## config.mk

```make
export PLATFORM = sky130hd
export DESIGN_NAME = sd_dma_top
export DESIGN_NICKNAME = d
export VERILOG_FILES = /design/src/sd_adma_pkg.sv /design/src/sd_bus_pkg.sv /design/src/adma_descriptor_engine.sv /design/src/axi_burst_reader.sv /design/src/data_stream_fifo.sv /design/src/sd_dma_top.sv
export SDC_FILE = /design/constraint.sdc
export NUM_CORES = 1
export LEC_CHECK = 0
export ABC_AREA = 0
export BUFFER_PORTS_ARGS = -buffer_cell sky130_fd_sc_hd__buf_2
export CAP_MARGIN = 20
export CORE_MARGIN = 3
export CORE_UTILIZATION = 27
export CTS_CLUSTER_SIZE = 30
export DETAILED_ROUTE_END_ITERATION = 6
export PLACE_DENSITY = 0.44
export SYNTH_ARGS = -nofsm -noshare
export SYNTH_HDL_FRONTEND = slang
export SYNTH_HIERARCHICAL = 1
export SYNTH_SLANG_ARGS = --single-unit
```

## constraint.sdc

```tcl
create_clock -name clock -period 7.53 [get_ports clock]
set_input_delay 1.1295 -clock clock [delete_from_list [all_inputs] [get_ports clock]]
set_output_delay 1.1295 -clock clock [all_outputs]
set_load 0.1 [all_outputs]
```

## src/sd_adma_pkg.sv

```systemverilog
// ADMA2 descriptor format and engine encodings

package sd_adma_pkg;

    //////////////////////////////
    // Descriptor line
    //////////////////////////////

    // Low word holds attributes and length, high word the address
    typedef logic [63:0] desc_line_t;

    // Attribute bits
    localparam int DESC_VALID_BIT = 0;
    localparam int DESC_END_BIT   = 1;

    // Act field position
    localparam int DESC_ACT_LSB = 4;

    // Length in bytes, bits 31:16
    localparam int DESC_LEN_LSB = 16;
    localparam int DESC_LEN_W   = 16;

    // Address word
    localparam int DESC_ADDR_LSB = 32;

    typedef enum logic [1:0] {
        act_nop  = 2'b00,
        act_rsv  = 2'b01,
        act_tran = 2'b10,
        act_link = 2'b11
    } act_t;

    // Pointer step past one descriptor, and its size in bus words
    localparam int DESC_BYTES = 8;
    localparam int DESC_WORDS = 2;

    //////////////////////////////
    // Engine
    //////////////////////////////

    typedef enum logic [1:0] {
        st_stop,
        st_fds,
        st_cadr,
        st_tfr
    } adma_state_t;

    // dma_int bit positions
    localparam int INT_XFER_DONE = 0;
    localparam int INT_ADMA_ERR  = 1;

endpackage

```

## src/sd_bus_pkg.sv

```systemverilog
// System bus definitions shared by the DMA read path

package sd_bus_pkg;

    //////////////////////////////
    // Widths
    //////////////////////////////

    // Byte address on the system bus
    localparam int ADDR_W = 32;

    // One bus beat, also one FIFO entry
    localparam int DATA_W = 32;

    // Address step from one word to the next
    localparam int WORD_BYTES = DATA_W / 8;

    //////////////////////////////
    // Types
    //////////////////////////////

    // System-memory byte address
    typedef logic [ADDR_W-1:0] addr_t;

    // Data word on the read channel and in the FIFO
    typedef logic [DATA_W-1:0] data_t;

    // AXI length field, beats minus one
    typedef logic [7:0] burst_len_t;

    // Words in one read request
    typedef logic [15:0] word_count_t;

endpackage

```

## src/adma_descriptor_engine.sv

```systemverilog
`timescale 1ns/1ns

module adma_descriptor_engine (
    input  logic                    clock,
    input  logic                    reset,
    input  logic                    start,
    input  logic                    int_clear,
    input  sd_bus_pkg::addr_t       descriptor_base,
    input  logic                    req_ready,
    input  logic                    req_done,
    input  logic                    desc_word_valid,
    input  sd_bus_pkg::data_t       desc_word,
    output logic                    req_valid,
    output logic                    req_descriptor,
    output logic                    busy,
    output sd_bus_pkg::addr_t       req_addr,
    output sd_bus_pkg::word_count_t req_words,
    output logic [1:0]              dma_int
);
    import sd_bus_pkg::*;
    import sd_adma_pkg::*;

    adma_state_t state;
    addr_t       pointer;
    desc_line_t  desc_line;

    // Decoded fields of the current descriptor
    logic        desc_valid;
    logic        desc_end;
    act_t        desc_act;
    word_count_t desc_words;
    addr_t       desc_addr;
    addr_t       seq_pointer;

    logic        fetch_go;
    addr_t       fetch_addr;
    logic        tran_go;
    logic        finish_desc;
    logic        stop_err;
    logic        stop_done;

    assign desc_valid  = desc_line[DESC_VALID_BIT];
    assign desc_end    = desc_line[DESC_END_BIT];
    assign desc_act    = act_t'(desc_line[DESC_ACT_LSB +: 2]);
    assign desc_words  = word_count_t'(desc_line[DESC_LEN_LSB +: DESC_LEN_W] / WORD_BYTES);
    assign desc_addr   = desc_line[DESC_ADDR_LSB +: ADDR_W];
    assign seq_pointer = pointer + addr_t'(DESC_BYTES);

    assign busy = (state != st_stop);

    //////////////////////////////
    // Descriptor decisions
    //////////////////////////////

    always_comb begin
        fetch_go    = 1'b0;
        fetch_addr  = seq_pointer;
        tran_go     = 1'b0;
        finish_desc = 1'b0;
        case (state)
            st_stop: begin
                fetch_go   = start;
                fetch_addr = descriptor_base;
            end
            st_cadr: begin
                if (desc_valid) begin
                    if (desc_act == act_link) begin
                        fetch_go   = 1'b1;
                        fetch_addr = desc_addr;
                    end else if (desc_act == act_tran && desc_words != '0) begin
                        tran_go = 1'b1;
                    end else begin
                        // Nop, reserved, or tran with nothing to move
                        finish_desc = 1'b1;
                    end
                end
            end
            st_tfr: finish_desc = req_done;
            default: finish_desc = 1'b0;
        endcase
        if (finish_desc && !desc_end) begin
            fetch_go = 1'b1;
        end
    end

    assign stop_err  = (state == st_cadr) && !desc_valid;
    assign stop_done = finish_desc && desc_end;

    //////////////////////////////
    // State, request, interrupts
    //////////////////////////////

    always_ff @(posedge clock) begin
        if (!reset) begin
            state     <= st_stop;
            req_valid <= 1'b0;
            dma_int   <= '0;
        end else begin
            if (fetch_go || tran_go) begin
                req_valid <= 1'b1;
            end else if (req_ready) begin
                req_valid <= 1'b0;
            end

            if (fetch_go) begin
                state <= st_fds;
            end else if (tran_go) begin
                state <= st_tfr;
            end else if (state == st_fds && req_done) begin
                state <= st_cadr;
            end else if (stop_err || stop_done) begin
                state <= st_stop;
            end

            // A new event wins over a clear in the same cycle
            if (int_clear) begin
                dma_int <= '0;
            end
            if (stop_err) begin
                dma_int[INT_ADMA_ERR] <= 1'b1;
            end
            if (stop_done) begin
                dma_int[INT_XFER_DONE] <= 1'b1;
            end
        end
    end

    always_ff @(posedge clock) begin
        if (fetch_go) begin
            pointer        <= fetch_addr;
            req_addr       <= fetch_addr;
            req_words      <= word_count_t'(DESC_WORDS);
            req_descriptor <= 1'b1;
        end else if (tran_go) begin
            req_addr       <= desc_addr;
            req_words      <= desc_words;
            req_descriptor <= 1'b0;
        end
        // Low word first, shifted down as the high word lands
        if (desc_word_valid) begin
            desc_line <= {desc_word, desc_line[DESC_ADDR_LSB +: DATA_W]};
        end
    end

endmodule

```

## src/axi_burst_reader.sv

```systemverilog
`timescale 1ns/1ns

module axi_burst_reader #(
    parameter int BURST_BEATS = 16,
    parameter int FIFO_DEPTH  = 32
) (
    input  logic                                clock,
    input  logic                                reset,
    input  logic                                req_valid,
    input  logic                                req_descriptor,
    input  sd_bus_pkg::addr_t                   req_addr,
    input  sd_bus_pkg::word_count_t             req_words,
    input  logic [$clog2(FIFO_DEPTH + 1)-1:0]   free_count,
    input  logic                                ar_ready,
    input  logic                                r_valid,
    input  logic                                r_last,
    input  sd_bus_pkg::data_t                   r_data,
    output logic                                req_ready,
    output logic                                req_done,
    output logic                                desc_word_valid,
    output logic                                push,
    output sd_bus_pkg::data_t                   desc_word,
    output sd_bus_pkg::data_t                   push_data,
    output sd_bus_pkg::addr_t                   ar_addr,
    output sd_bus_pkg::burst_len_t              ar_len,
    output logic                                ar_valid,
    output logic                                r_ready
);
    import sd_bus_pkg::*;

    typedef enum logic [1:0] {
        rd_idle,
        rd_addr,
        rd_data
    } rd_state_t;

    rd_state_t   state;
    word_count_t words_left;
    addr_t       next_addr;
    logic        fetch_desc;
    word_count_t burst_beats;
    logic        space_ok;
    logic        issue;
    logic        beat;

    // Next burst, capped at BURST_BEATS
    assign burst_beats = (words_left > word_count_t'(BURST_BEATS)) ?
                         word_count_t'(BURST_BEATS) : words_left;

    // Previous burst has fully landed in the FIFO by the time this is checked
    assign space_ok = fetch_desc || (word_count_t'(free_count) >= burst_beats);
    assign issue    = (state == rd_addr) && !ar_valid && space_ok;

    assign req_ready = (state == rd_idle);
    assign r_ready   = (state == rd_data);
    assign beat      = r_valid && r_ready;

    // Beat routing
    assign desc_word_valid = beat && fetch_desc;
    assign desc_word       = r_data;
    assign push            = beat && !fetch_desc;
    assign push_data       = r_data;

    always_ff @(posedge clock) begin
        if (!reset) begin
            state    <= rd_idle;
            ar_valid <= 1'b0;
            req_done <= 1'b0;
        end else begin
            req_done <= 1'b0;
            case (state)
                rd_idle: begin
                    if (req_valid) begin
                        if (req_words == '0) begin
                            req_done <= 1'b1;
                        end else begin
                            state <= rd_addr;
                        end
                    end
                end
                rd_addr: begin
                    if (ar_valid && ar_ready) begin
                        ar_valid <= 1'b0;
                        state    <= rd_data;
                    end else if (issue) begin
                        ar_valid <= 1'b1;
                    end
                end
                rd_data: begin
                    if (beat && r_last) begin
                        if (words_left == '0) begin
                            req_done <= 1'b1;
                            state    <= rd_idle;
                        end else begin
                            state <= rd_addr;
                        end
                    end
                end
                default: state <= rd_idle;
            endcase
        end
    end

    always_ff @(posedge clock) begin
        if (req_valid && req_ready) begin
            words_left <= req_words;
            next_addr  <= req_addr;
            fetch_desc <= req_descriptor;
        end
        if (issue) begin
            ar_addr <= next_addr;
            ar_len  <= burst_len_t'(burst_beats - 1'b1);
        end
        // Account for the burst once the address is taken
        if (ar_valid && ar_ready) begin
            words_left <= words_left - burst_beats;
            next_addr  <= next_addr + addr_t'(burst_beats) * addr_t'(WORD_BYTES);
        end
    end

endmodule

```

## src/data_stream_fifo.sv

```systemverilog
`timescale 1ns/1ns

module data_stream_fifo #(
    parameter int FIFO_DEPTH = 32
) (
    input  logic                                clock,
    input  logic                                reset,
    input  logic                                push,
    input  logic                                card_ready,
    input  sd_bus_pkg::data_t                   push_data,
    output logic                                card_valid,
    output logic [$clog2(FIFO_DEPTH + 1)-1:0]   free_count,
    output sd_bus_pkg::data_t                   card_data
);
    import sd_bus_pkg::*;

    localparam int PTR_W   = $clog2(FIFO_DEPTH);
    localparam int COUNT_W = $clog2(FIFO_DEPTH + 1);

    data_t              mem [FIFO_DEPTH];
    logic [PTR_W-1:0]   wr_ptr;
    logic [PTR_W-1:0]   rd_ptr;
    logic [COUNT_W-1:0] count;
    logic               pop;

    // Wraps at FIFO_DEPTH, which need not be a power of two
    function automatic logic [PTR_W-1:0] ptr_next(input logic [PTR_W-1:0] ptr);
        return (ptr == PTR_W'(FIFO_DEPTH - 1)) ? '0 : ptr + 1'b1;
    endfunction

    assign card_valid = (count != '0);
    assign card_data  = mem[rd_ptr];
    assign pop        = card_valid && card_ready;
    assign free_count = COUNT_W'(FIFO_DEPTH) - count;

    always_ff @(posedge clock) begin
        if (!reset) begin
            wr_ptr <= '0;
            rd_ptr <= '0;
            count  <= '0;
        end else begin
            if (push) begin
                wr_ptr <= ptr_next(wr_ptr);
            end
            if (pop) begin
                rd_ptr <= ptr_next(rd_ptr);
            end
            case ({push, pop})
                2'b10:   count <= count + 1'b1;
                2'b01:   count <= count - 1'b1;
                default: count <= count;
            endcase
        end
    end

    always_ff @(posedge clock) begin
        if (push) begin
            mem[wr_ptr] <= push_data;
        end
    end

endmodule

```

## src/sd_dma_top.sv

```systemverilog
`timescale 1ns/1ns

module sd_dma_top #(
    parameter int BURST_BEATS = 16,
    parameter int FIFO_DEPTH  = 32
) (
    input  logic                    clock,
    input  logic                    reset,
    input  logic                    start,
    input  logic                    int_clear,
    input  sd_bus_pkg::addr_t       descriptor_base,
    input  logic                    ar_ready,
    input  logic                    r_valid,
    input  logic                    r_last,
    input  sd_bus_pkg::data_t       r_data,
    input  logic                    card_ready,
    output logic                    busy,
    output logic [1:0]              dma_int,
    output logic                    ar_valid,
    output logic                    r_ready,
    output sd_bus_pkg::addr_t       ar_addr,
    output sd_bus_pkg::burst_len_t  ar_len,
    output logic                    card_valid,
    output sd_bus_pkg::data_t       card_data
);
    import sd_bus_pkg::*;

    // Engine to reader
    logic        req_valid;
    logic        req_ready;
    logic        req_done;
    logic        req_descriptor;
    addr_t       req_addr;
    word_count_t req_words;
    logic        desc_word_valid;
    data_t       desc_word;

    // Reader to FIFO
    logic                              push;
    data_t                             push_data;
    logic [$clog2(FIFO_DEPTH + 1)-1:0] free_count;

    adma_descriptor_engine engine0 (
        .clock(clock), .reset(reset), .start(start), .int_clear(int_clear),
        .descriptor_base(descriptor_base),
        .req_ready(req_ready), .req_done(req_done),
        .desc_word_valid(desc_word_valid), .desc_word(desc_word),
        .req_valid(req_valid), .req_descriptor(req_descriptor), .busy(busy),
        .req_addr(req_addr), .req_words(req_words), .dma_int(dma_int)
    );

    axi_burst_reader #(
        .BURST_BEATS(BURST_BEATS),
        .FIFO_DEPTH(FIFO_DEPTH)
    ) reader0 (
        .clock(clock), .reset(reset),
        .req_valid(req_valid), .req_descriptor(req_descriptor),
        .req_addr(req_addr), .req_words(req_words), .free_count(free_count),
        .ar_ready(ar_ready), .r_valid(r_valid), .r_last(r_last), .r_data(r_data),
        .req_ready(req_ready), .req_done(req_done),
        .desc_word_valid(desc_word_valid), .push(push),
        .desc_word(desc_word), .push_data(push_data),
        .ar_addr(ar_addr), .ar_len(ar_len), .ar_valid(ar_valid), .r_ready(r_ready)
    );

    data_stream_fifo #(
        .FIFO_DEPTH(FIFO_DEPTH)
    ) fifo0 (
        .clock(clock), .reset(reset), .push(push), .card_ready(card_ready),
        .push_data(push_data), .card_valid(card_valid),
        .free_count(free_count), .card_data(card_data)
    );

endmodule
```

# Word level (Yosys, flattened, before mapping)
# Memory sizes are Yosys's and may differ from the RTL's. A register that Yosys moved wholly into a read port is not among the register bits.
# Cells that the tools add are included.
dict set report op_classes {
  n_addsub 9
  magnitude_cmp 2
  n_eq_ne 15
  mux 51
  n_bitwise 1
  n_reduce_logical 40
}
# op count
set ops {}
lappend ops {{$mux 32} 6}
lappend ops {{$pmux 32 s2} 1}
lappend ops {{$mux 16} 3}
lappend ops {{$add 32x18->32} 1}
lappend ops {{$add 32x4->32 const B} 1}
lappend ops {{$logic_not 16->1} 2}
lappend ops {{$mux 1} 24}
lappend ops {{$mux 5} 4}
lappend ops {{$ge 6x16->1} 1}
lappend ops {{$gt 16x5->1 const B} 1}
lappend ops {{$mux 2} 8}
lappend ops {{$reduce_bool 16->1} 1}
lappend ops {{$reduce_bool 2->1} 8}
lappend ops {{$sub 16x16->16} 1}
lappend ops {{$logic_and 1x1->1} 14}
lappend ops {{$eq 2x2->1 const B} 6}
lappend ops {{$pmux 6 s2} 1}
lappend ops {{$add 5x1->5 const B} 2}
lappend ops {{$eq 5x5->1 const B} 2}
lappend ops {{$ne 2x2->1 const B} 4}
lappend ops {{$sub 8x1->8 const B} 1}
lappend ops {{$add 6x1->6 const B} 1}
lappend ops {{$eq 2x1->1 const B} 3}
lappend ops {{$pmux 1 s2} 3}
lappend ops {{other kinds (13)} 19}
dict set report word_totals {
  register_bits 257
  mem_bits_rw 1024
  inputBits 72
  output_inout_bits 78
  memories 1
}
# name depth word_bits read_ports rd_clocked_by_memory_dff wr line_no
set memory_table {}
lappend memory_table {fifo0.mem 32 32 1 1 1 data_stream_fifo.sv:20} ;# data_t mem [FIFO_DEPTH];

# Depth between registers and ports, before layout
# Gate-level depths: netlist of the first run.
dict set report logic_depth {
  ltp_word 12
  depth_mapped 15
  mapped_depth_nobuf 13
}

# By module
# The synthesis of the first run kept the hierarchy.
# mod n_inst cells_each area_per_inst_um2 seq_area_each_um2
set modules_own_cells {}
lappend modules_own_cells {data_stream_fifo 1 2066 40486.3 31169.9}
lappend modules_own_cells {adma_descriptor_engine 1 452 5835.6 3823.7}
lappend modules_own_cells {axi_burst_reader 1 542 5624.1 2752.6}

# Worst setup path after synthesis of the first run
# Ideal clock, no wire load.
dict set report synth_timing {
  kind {reg2reg}
  from {register reader0.words_left[6]}
  to {register reader0.ar_addr[0], enable pin}
  arrival_time_ns 5.104
  required_time_ns 7.035
  slack_ns 1.931
  path_stages_with_launch 14
  n_path_buf 1
  cell_sequence {edfxtp_1 nor4_4 nand4_4 inv_1 buf_2 and2_1 ha_1 nand2b_1 a21o_1 a21o_1 a21o_1 a21o_1 a211oi_1 nor3b_1}
}
dict set report synth_via {
  elab_chain_cells 5
}
# item line_no
set synth_lines {}
lappend synth_lines {{from (decl)} axi_burst_reader.sv:38} ;# word_count_t words_left;
lappend synth_lines {{from (signal assigned)} axi_burst_reader.sv:106} ;# words_left <= req_words;
lappend synth_lines {{from (signal assigned)} axi_burst_reader.sv:116} ;# words_left <= words_left - burst_beats;
lappend synth_lines {{$gt 16x5->1} axi_burst_reader.sv:47} ;# assign burst_beats = (words_left > word_count_t'(BURST_BEATS)) ?
lappend synth_lines {{$mux 16 (*)} axi_burst_reader.sv:47}
lappend synth_lines {{$ge 6x16->1 (*)} axi_burst_reader.sv:51} ;# assign space_ok = fetch_desc || (word_count_t'(free_count) >= burst_beats);
lappend synth_lines {{$logic_or 1x1->1 (*)} axi_burst_reader.sv:51}
lappend synth_lines {{$logic_and 1x1->1 (*)} axi_burst_reader.sv:52} ;# assign issue = (state == rd_addr) && !ar_valid && space_ok;
lappend synth_lines {{net reader0.issue} axi_burst_reader.sv:43} ;# logic issue;
lappend synth_lines {{to (signal assigned)} axi_burst_reader.sv:111} ;# ar_addr <= next_addr;
lappend synth_lines {{to (decl)} axi_burst_reader.sv:24} ;# output sd_bus_pkg::addr_t ar_addr,
# The timed path passes the listed nets; every way through them passes the cells marked *.
# A chain may end at the register's enable or synchronous reset.

==> flow_summary.json, run 1 <==
{
  "switching_share_pct": 21.9,
  "dr_total_vias": 28000,
  "gr-total-overflow": 0,
  "synthesis.area_mm2": 0.0519,
  "yosysTopAreaCellShare_pct": 70.9,
  "ys_types": 85,
  "synth_edf_count": 1227,
  "grt.busiest_layer": "met2",
  "final-instance-count-excl-fill": 5843,
  "grt_pass1_wl_um": 216000,
  "power.leakage_nw": 18.9,
  "drc": 0,
  "power.switching_mw": 3.32,
  "cts_sinks": 1272,
  "grt_usage_pct": 15.3,
  "path_clk_slew_ps": 60,
  "drtPass1Iterations": 7,
  "cp.required_ps": 6400,
  "cp.arrival_ps": 4410,
  "antenna_found_initial": 28,
  "critPathMaxFanout": 46,
  "ctsResizeCount": 0,
  "p_int_mw": 11.8,
  "io_buffers": 149,
  "grt_pass1_vias": 28100,
  "hpwl_um": 89300,
  "max_clock_freq_ghz": 0.180,
  "ir_drop_v": 0.000133,
  "grt_use_met3_pct": 2.80,
  "min_path_type": "reg2reg",
  "rows": 160,
  "numCtsBuffers": 145,
  "slew_viol_final": 0,
  "io_pins": 150,
  "cts_tree": "yes",
  "synth-seq-cells": 1272,
  "yosysSeqAreaShare_pct": 72.7,
  "die_w_um": 445,
  "synth_top_area_cell": "edfxtp_1",
  "synth.area.top_cells": "edfxtp_1 71%, mux4_2 5.5%, mux2_2 4.6%, dfxtp_1 1.7%, o21ai_0 1.3%",
  "worstSetupPathType": "reg2out",
  "viasPerCell": 4.79,
  "grt_max_degree": 121,
  "seq_power_share_pct": 52.0,
  "fillers": 18600,
  "clock_latency_ps": 760,
  "wl_per_cell_um": 26.3,
  "dieArea_mm2": 0.198,
  "pwr-share-clk_pct": 44.7,
  "grtUsageMet2_pct": 24.6,
  "critPathCaptureType": "primary output",
  "slew_headroom_pct": 22.7,
  "drive_gt1_share_pct": 24.9,
  "whs_ps": 430,
  "maxCapViolCount": 0,
  "gp_congestion": 0.747,
  "finalNetCount": 3316,
  "area_growth_pct": 15.7,
  "ant_nets": 0,
  "tightest_slew_ps": 1160,
  "synth_flop_cell": "edfxtp_1",
  "drt_wl_total_um": 154000,
  "setup_viol": 0,
  "timing.setup.tns_ps": 0,
  "async_reset_ff_share_pct": 0,
  "clock_path_buffers": 3,
  "cts_hold_buf": 0,
  "cts_root_buf": "clkbuf_16",
  "skew_ps": 43.6,
  "use_met1_pct": 21.4,
  "drt_iter0_drc": 2523,
  "design.core.area_mm2": 0.191,
  "status": "complete, no violations",
  "power_per_cell_area_mw_per_mm2": 252,
  "htree_levels": 4,
  "post_cts_buffers": 0,
  "ys_warn_count": 6,
  "initial_utilization_pct": 27.2,
  "avgSynthCellArea_um2": 17.0,
  "die_height_um": 445,
  "pwr-share-comb_pct": 3.2,
  "final_hold_viol_count": 0,
  "fin_crit_ps": 5540,
  "final.period_utilization_pct": 73.6,
  "dp_cells": 5572,
  "synth_cells": 3060,
  "rsz0062_at_grt": "false",
  "startpoint_type": "flip-flop"
}
## layout by cell type (no fill, tap or decap), drive strengths merged, types with 65 or more instances in the layout
cell type	netlist	final
o22ai	65	65
mux4	128	128
nor3	90	90
o21ai	138	138
nor2b	75	75
clkbuf	115	184
nor2	73	73
a22o	73	73
a211oi	68	68
mux2	214	214
buf	112	216
nand2	160	160
edfxtp	1227	1227
## through the flow
stage | total power, mW | util [%] | worst slack (ps) | cell area, um^2
2_1_floorplan | 8.36 | - | 1930 | 52000
3_3_place_gp | 8.53 | 29.1 | 2640 | 55500
3_5_place_dp | 8.53 | 29.1 | 2640 | 55500
4_1_cts | 15.4 | 31.5 | 1800 | 60100
5_1_grt | 15.7 | 31.5 | 1660 | 60100
6_report | 15.2 | 31.5 | 1990 | 60100
## state kept, by name (all words and copies together), names as in the netlist, 2 cells and up, named ones only
register and flops:
fifo0/rd_ptr 5, fifo0/wr_ptr 5, reader0/state 2, reader0/next_addr 32, engine0/desc_line 50, engine0/dma_int 2
fifo0/count 6, engine0/state 2, reader0/ar_addr 32, engine0/req_words 14, engine0/pointer 32, reader0/words_left 16
engine0/req_addr 32, fifo0/mem 1024, reader0/ar_len 8
## worst max-delay path, cell delays in order, from the launching register on
cell and delay [ps]:
dfxtp_4 890, buf_4 830, mux4_2 600, a22o_1 260, or4_1 610, buf_2 330
## kinds of logic (layout without fill, tap and decap cells)
group | count (synthesis) | in the layout | share of synthesized area (%)
AOI/OAI and AO/OA | 498 | 498 | 6.50
xor gates and xnor gates | 55 | 55 | 0.927
adders and majority gates | 37 | 37 | 0.901
buffers and inverters | 254 | 501 | 2.54
DFF | 1272 | 1272 | 72.7
muxes | 350 | 350 | 10.3
other | 3 | 28 | 0.0217
and+or+nand+nor | 591 | 591 | 6.10
## power groups by stage
stage	registers, mW	logic, mW	clock network (mW)
3_3_place_gp	8.03	0.492	0
6_report	7.89	0.489	6.78
3_5_place_dp	8.03	0.495	0
2_1_floorplan	8.09	0.269	0
5_1_grt	7.89	0.538	7.28
4_1_cts	7.89	0.496	6.98
## Yosys cell counts, drive strengths merged, types with 22 or more instances
library cell,n
a211oi,68
a21o,22
a21oi,44
a22o,73
a22oi,23
buf,112
clkbuf,115
dfxtp,45
edfxtp,1227
ha,35
inv,26
mux2,214
mux4,128
nand2,160
nand3,34
nor2,73
nor2b,75
nor3,90
o21ai,138
o22ai,65
or4,50
xnor2,27
xor2,28
## path summary, 6_finish.rpt
check                         startpoint  slack, ps               endpoint  depth (start not counted)
hold / removal    engine0/req_descriptor        430     reader0/fetch_desc                          0
setup / recovery               flip-flop       1990          card_data[18]                          5
setup reg to reg  reader0/words_left[12]       3280  reader0/next_addr[28]                         13
hold reg to reg   engine0/req_descriptor        430     reader0/fetch_desc                          0
## layout make-up
class,instances,area [um^2],area share [%]
sequential,1272,37800,62.8
multi-input combinational,1546,13200,22.0
clock buffer,184,3850,6.40
tap,2511,3140,5.23
timing repair buffer,216,1330,2.21
clock inverter,74,701,1.17
inverter,27,103,0.171
antenna,13,32.5,0.0541
## metal layers
metal	part of all wire (%)	up-vias
li1	-	12500
met1	46	14600
met2	47	691
met3	4.6	207
met4	2.3	0
met5	0	-
Power figures use the tool's default switching activity.
==> run 2: changes to the inputs <==
- PLACE_DENSITY: 0.44 -> 0.45
- clock period: 7.53 -> 4.5 ns (I/O delays scaled with it)
==> run 2 against run 1 <==
Compared with the run above: cell count is 0.55% higher; clock skew increased by 14 ps; final area grew 1.5%; sequential share of layout area fell by 0.90 points; largest cell class unchanged.
==> flow_summary.json, run 2 (same netlist as run 1, synthesis figures left out) <==
{
  "skew_ps": 57.6,
  "htree_levels": 4,
  "cts_tree": "yes",
  "critPathCaptureType": "primary output",
  "clock_latency_ps": 780,
  "cp.arrival_ps": 3660,
  "tightest_slew_ps": 853,
  "path_clk_slew_ps": 60,
  "setup_viol": 0,
  "hpwl_um": 91400,
  "drc": 0,
  "wl_per_cell_um": 25.7,
  "power.leakage_nw": 19.2,
  "cts_sinks": 1272,
  "maxCapViolCount": 0,
  "grt_pass1_vias": 28100,
  "final_common_cell": "edfxtp_1",
  "critPathMaxFanout": 43,
  "layout_setup_ws_ps": 165,
  "drtPass1Iterations": 5,
  "clock_path_buffers": 3,
  "cp_slowest_cell": "or4_1",
  "final_cell_mix": "1227 x edfxtp_1, 211 x mux2_2, 157 x nand2_1",
  "final.period_utilization_pct": 96.3,
  "rsz0062_at_grt": "true",
  "ir_drop_v": 0.000350,
  "critPathMaxStageDelay_ps": 670,
  "numCtsBuffers": 146,
  "cts_hold_buf": 0,
  "largest_reg_flops": 1024,
  "die_w_um": 445,
  "die_height_um": 445,
  "largestRegisters": "fifo0/mem (1024), engine0/desc_line (50)",
  "antenna_found_initial": 26,
  "whs_ps": 233,
  "io_buffers": 149,
  "viasPerCell": 4.79,
  "drt_iter0_drc": 2380,
  "p_total_mw": 25.6,
  "power_per_cell_area_mw_per_mm2": 419,
  "area_growth_pct": 17.4,
  "regMostFlops": "fifo0/mem",
  "grt_usage_pct": 15.0,
  "rows": 160,
  "min_path_type": "in2reg",
  "dr_total_vias": 28100,
  "cts_root_buf": "clkbuf_16",
  "status": "complete, no violations",
  "cp.required_ps": 3830,
  "max_clock_freq_ghz": 0.231,
  "utilization_pct": 32.0,
  "ant_nets": 0,
  "io_pins": 150,
  "grt_max_degree": 85,
  "fin_crit_ps": 4330,
  "design.core.area_mm2": 0.191,
  "path_cells": "buf_12 -> mux4_2 -> a22o_1 -> or4_1 -> buf_2",
  "gr-total-overflow": 0,
  "initial_utilization_pct": 27.2,
  "gp_congestion": 0.764,
  "startpoint_type": "flip-flop",
  "final_hold_viol_count": 0,
  "slew_headroom_pct": 43.1,
  "dp_slack_ps": 645,
  "place_area_mm2": 0.0562,
  "dieArea_mm2": 0.198,
  "slew_viol_final": 0,
  "drt_wl_total_um": 151000,
  "worstSetupPathType": "reg2out",
  "finalNetCount": 3356,
  "finalInstanceArea_mm2": 0.0610,
  "drive_gt1_share_pct": 25.6,
  "grt_pass1_wl_um": 213000
}
==> run 2: cell types whose count changed in the layout (fill, tap and decap cells not counted), moves of 2 or more <==
cell	previous run	this run
clkbuf_8	3	6
buf_12	5	37
inv_16	3	1
nand2b_2	0	2
clkinv_2	25	13
clkinv_1	27	21
clkinv_16	4	10
diode_2	13	7
clkinvlp_4	4	2
nor3_2	11	6
buf_4	61	66
nor3_4	0	5
clkbuf_1	34	44
==> run 2: stage by stage <==
step	instances	setup TNS, ps
final	5875	0
after global routing	5870	-17.3
after CTS	5867	0
after detailed placement	5608	0
after global placement	5608	0
after floorplan	3072	-148290
==> run 2: path summary, 6_finish.rpt <==
kind	startpoint	end	slack, ps	cells after the start
max reg2reg	reader0/words_left[12]	reader0/next_addr[17]	640	13
min reg2reg	reader0/next_addr[8]	reader0/ar_addr[8]	460	0
min	int_clear	engine0/dma_int[1]	230	3
max	flip-flop	card_data[28]	170	5
==> run 2: worst max-delay path: cells and delay by family, from the launching register on <==
family / cells / cell delay [ps]
simple gates: 1 / 670
flops: 1 / 600
buf+inv: 2 / 710
compound gates: 1 / 240
mux: 1 / 560
==> run 2: per-layer routing <==
| layer | global-route usage, % | vias to the layer above | part of all wire (%) |
|---|---|---|---|
| li1 | - | 12600 | - |
| met1 | 20.3 | 14600 | 44 |
| met2 | 24.9 | 709 | 49 |
| met3 | 2.58 | 209 | 4.3 |
| met4 | 4.11 | 2 | 2.6 |
| met5 | 0 | - | 0.0086 |
==> run 2: cell type report <==
class | instances | area, um^2
Inverter | 27 | 103
Antenna cell | 7 | 17.5
Timing Repair Buffer | 253 | 2000
Tap cell | 2511 | 3140
Multi-Input combinational cell | 1548 | 13300
Clock buffer | 196 | 3900
Fill cell | 18500 | 130000
Clock inverter | 61 | 801
Sequential cell | 1272 | 37800
==> run 2: power by group <==
part	total (mW)	switching [mW]	internal [mW]
clock network	11.5	4.91	6.64
registers	13.2	0.0818	13.1
logic	0.830	0.632	0.198
==> run 2: repair_timing <==
action                                  4_1_cts  5_1_grt
setup buffers                                 1        0
cloned                                        1        1
endpoints found under the setup margin       12        3
resized for setup                             1        0
==> run 3: changes to the inputs <==
- CTS_CLUSTER_DIAMETER: not set -> 60
- SYNTH_HIERARCHICAL: 1 -> not set
==> run 3 against run 2 <==
Compared with the run above: worst hold slack improved by 16 ps; die area fell by 2.5%; cell count fell by 9.3%; combinational power fell by 7.6%; critical path type unchanged; critical endpoint is now card_data[10]; largest power group unchanged.
==> flow_summary.json, run 3 <==
{
  "final-instance-count-excl-fill": 5326,
  "power_per_cell_area_mw_per_mm2": 403,
  "worstSetupPathType": "reg2out",
  "ir_drop_v": 0.000287,
  "fin_crit_ps": 4240,
  "die_height_um": 439,
  "yosysTopAreaCellShare_pct": 72.8,
  "io_buffers": 149,
  "cts_sinks": 1272,
  "largestRegisters": "fifo0.mem (1024), engine0.desc_line (50)",
  "largest_reg_flops": 1024,
  "clock_path_buffers": 3,
  "critPathMaxFanout": 17,
  "grt_usage_pct": 14.2,
  "avgSynthCellArea_um2": 20.2,
  "hpwl_um": 82700,
  "startpoint_type": "flip-flop",
  "timing.setup.tns_ps": 0,
  "async_reset_ff_share_pct": 0,
  "min_path_type": "in2reg",
  "maxCapViolCount": 0,
  "final_cell_mix": "1227 x edfxtp_1, 320 x mux4_2, 149 x buf_2",
  "gr-total-overflow": 0,
  "final_hold_viol_count": 0,
  "initial_utilization_pct": 27.2,
  "slew_viol_final": 0,
  "cp_slowest_cell": "dfxtp_4",
  "power.leakage_nw": 18.2,
  "drtPass1Iterations": 5,
  "cp.required_ps": 3830,
  "rows": 158,
  "grt_pass1_vias": 26300,
  "drive_gt1_share_pct": 30.9,
  "slew_headroom_pct": 31.8,
  "die_w_um": 439,
  "seq_area_mm2": 0.0378,
  "htree_levels": 3,
  "ff2ff_setup_slack_ps": 520,
  "critPathMaxStageDelay_ps": 620,
  "dieArea_mm2": 0.193,
  "synth_flop_cell": "edfxtp_1",
  "synthesis.area_mm2": 0.0506,
  "synth_top_area_cell": "edfxtp_1",
  "gp_congestion": 0.779,
  "drt_iter0_drc": 2231,
  "dp_cells": 5117,
  "io_pins": 150,
  "rsz0062_at_grt": "false",
  "synth_cells": 2504,
  "critPathCaptureType": "primary output",
  "post_cts_buffers": 0,
  "area_growth_pct": 17.4,
  "synth.area.top_cells": "edfxtp_1 73%, mux4_2 14%, dfxtp_1 1.8%, mux2_2 1.4%, ha_1 0.87%",
  "clock_latency_ps": 760,
  "viasPerCell": 4.73,
  "setup_viol": 0,
  "yosysMostFrequentCell": "edfxtp_1",
  "design.core.area_mm2": 0.186,
  "drc": 0,
  "cts_root_buf": "clkbuf_16",
  "wl_per_cell_um": 25.9,
  "synth-seq-cells": 1272,
  "synth_edf_count": 1227,
  "grt_max_degree": 66,
  "ys_types": 77,
  "max_clock_freq_ghz": 0.236,
  "cp.arrival_ps": 3570,
  "yosys-top-cells-count": "1227 x edfxtp_1, 320 x mux4_2, 106 x nand2_1",
  "status": "complete, no violations",
  "skew_ps": 60.8,
  "finalNetCount": 2856,
  "path_cells": "buf_12 -> buf_4 -> mux4_2 -> mux4_2 -> mux2_2 -> buf_2",
  "ys_warn_count": 0,
  "final_common_cell": "edfxtp_1",
  "grt_pass1_wl_um": 197000,
  "antenna_found_initial": 18,
  "dr_total_vias": 25200,
  "multi_input_area_mm2": 0.0126,
  "tightest_slew_ps": 1010,
  "cp_common_cell": "mux4_2",
  "path_clk_slew_ps": 70,
  "fillers": 17800,
  "cts_tree": "yes",
  "ant_nets": 0,
  "yosysSeqAreaShare_pct": 74.6,
  "final.period_utilization_pct": 94.3,
  "regMostFlops": "fifo0.mem",
  "drt_wl_total_um": 138000,
  "numCtsBuffers": 108
}
run 3: cell families after synthesis:
logic type      synth area share [%]
compound gates                  2.85
xor+xnor                       0.986
fa+ha+maj                      0.984
buf+inv                         1.17
flops                           74.6
mux                             16.0
other cells                   0.0148
simple gates                    3.47
run 3: critical path, delay by kind of cell (launching register included):
family / cells / cell delay [ps]
multiplexers: 3 / 1400
flip-flops: 1 / 620
buffers and inverters: 3 / 800
run 3: worst paths after layout:
kind | cells past startpoint | startpoint | to
setup / recovery | 6 | flip-flop | card_data[10]
hold / removal | 4 | int_clear | engine0.dma_int[0]
setup reg to reg | 13 | reader0.words_left[8] | reader0.next_addr[28]
hold reg to reg | 0 | reader0.next_addr[0] | reader0.ar_addr[0]
run 3: repair_timing:
action,4_1_cts,5_1_grt
endpoints found under the setup margin,0,2
hold buffers,0,0
gates resized for setup,0,1
run 3: where the power goes:
part	total (mW)	switching [mW]	internal, mW
clock	9.98	4.91	5.07
combinational	0.767	0.576	0.191
sequential	13.2	0.0790	13.1
total	23.9	5.57	18.4
run 3: metal layers:
layer,up-vias,GRT usage (%),wire (um)
met5,-,0,24
met4,4,3.15,2790
met3,163,2.06,6270
met2,657,24.4,69700
met1,13500,19.1,58900
li1,10900,-,-
run 3: layout make-up:
type,instances,area share [%]
well taps,2480,5.22
multi-input cells,1095,21.2
repair buffers,236,3.32
clock inverters,88,1.77
diodes,4,0.0168
clock buffers,117,4.69
inverters,34,0.215
flip-flops and latches,1272,63.6
run 3: through the flow:
stage | hold WS (ps) | power (mW) | cell area (um^2) | util [%] | worst slack, ps
4_1_cts | 181 | 24.2 | 59400 | 32.0 | 107
5_1_grt | 241 | 24.8 | 59400 | 32.0 | 59.9
2_1_floorplan | 400 | 13.9 | 50700 | - | 52.0
3_3_place_gp | 410 | 14.2 | 55500 | 29.9 | 462
6_report | 249 | 23.9 | 59400 | 32.0 | 259
3_5_place_dp | 405 | 14.2 | 55600 | 29.9 | 419
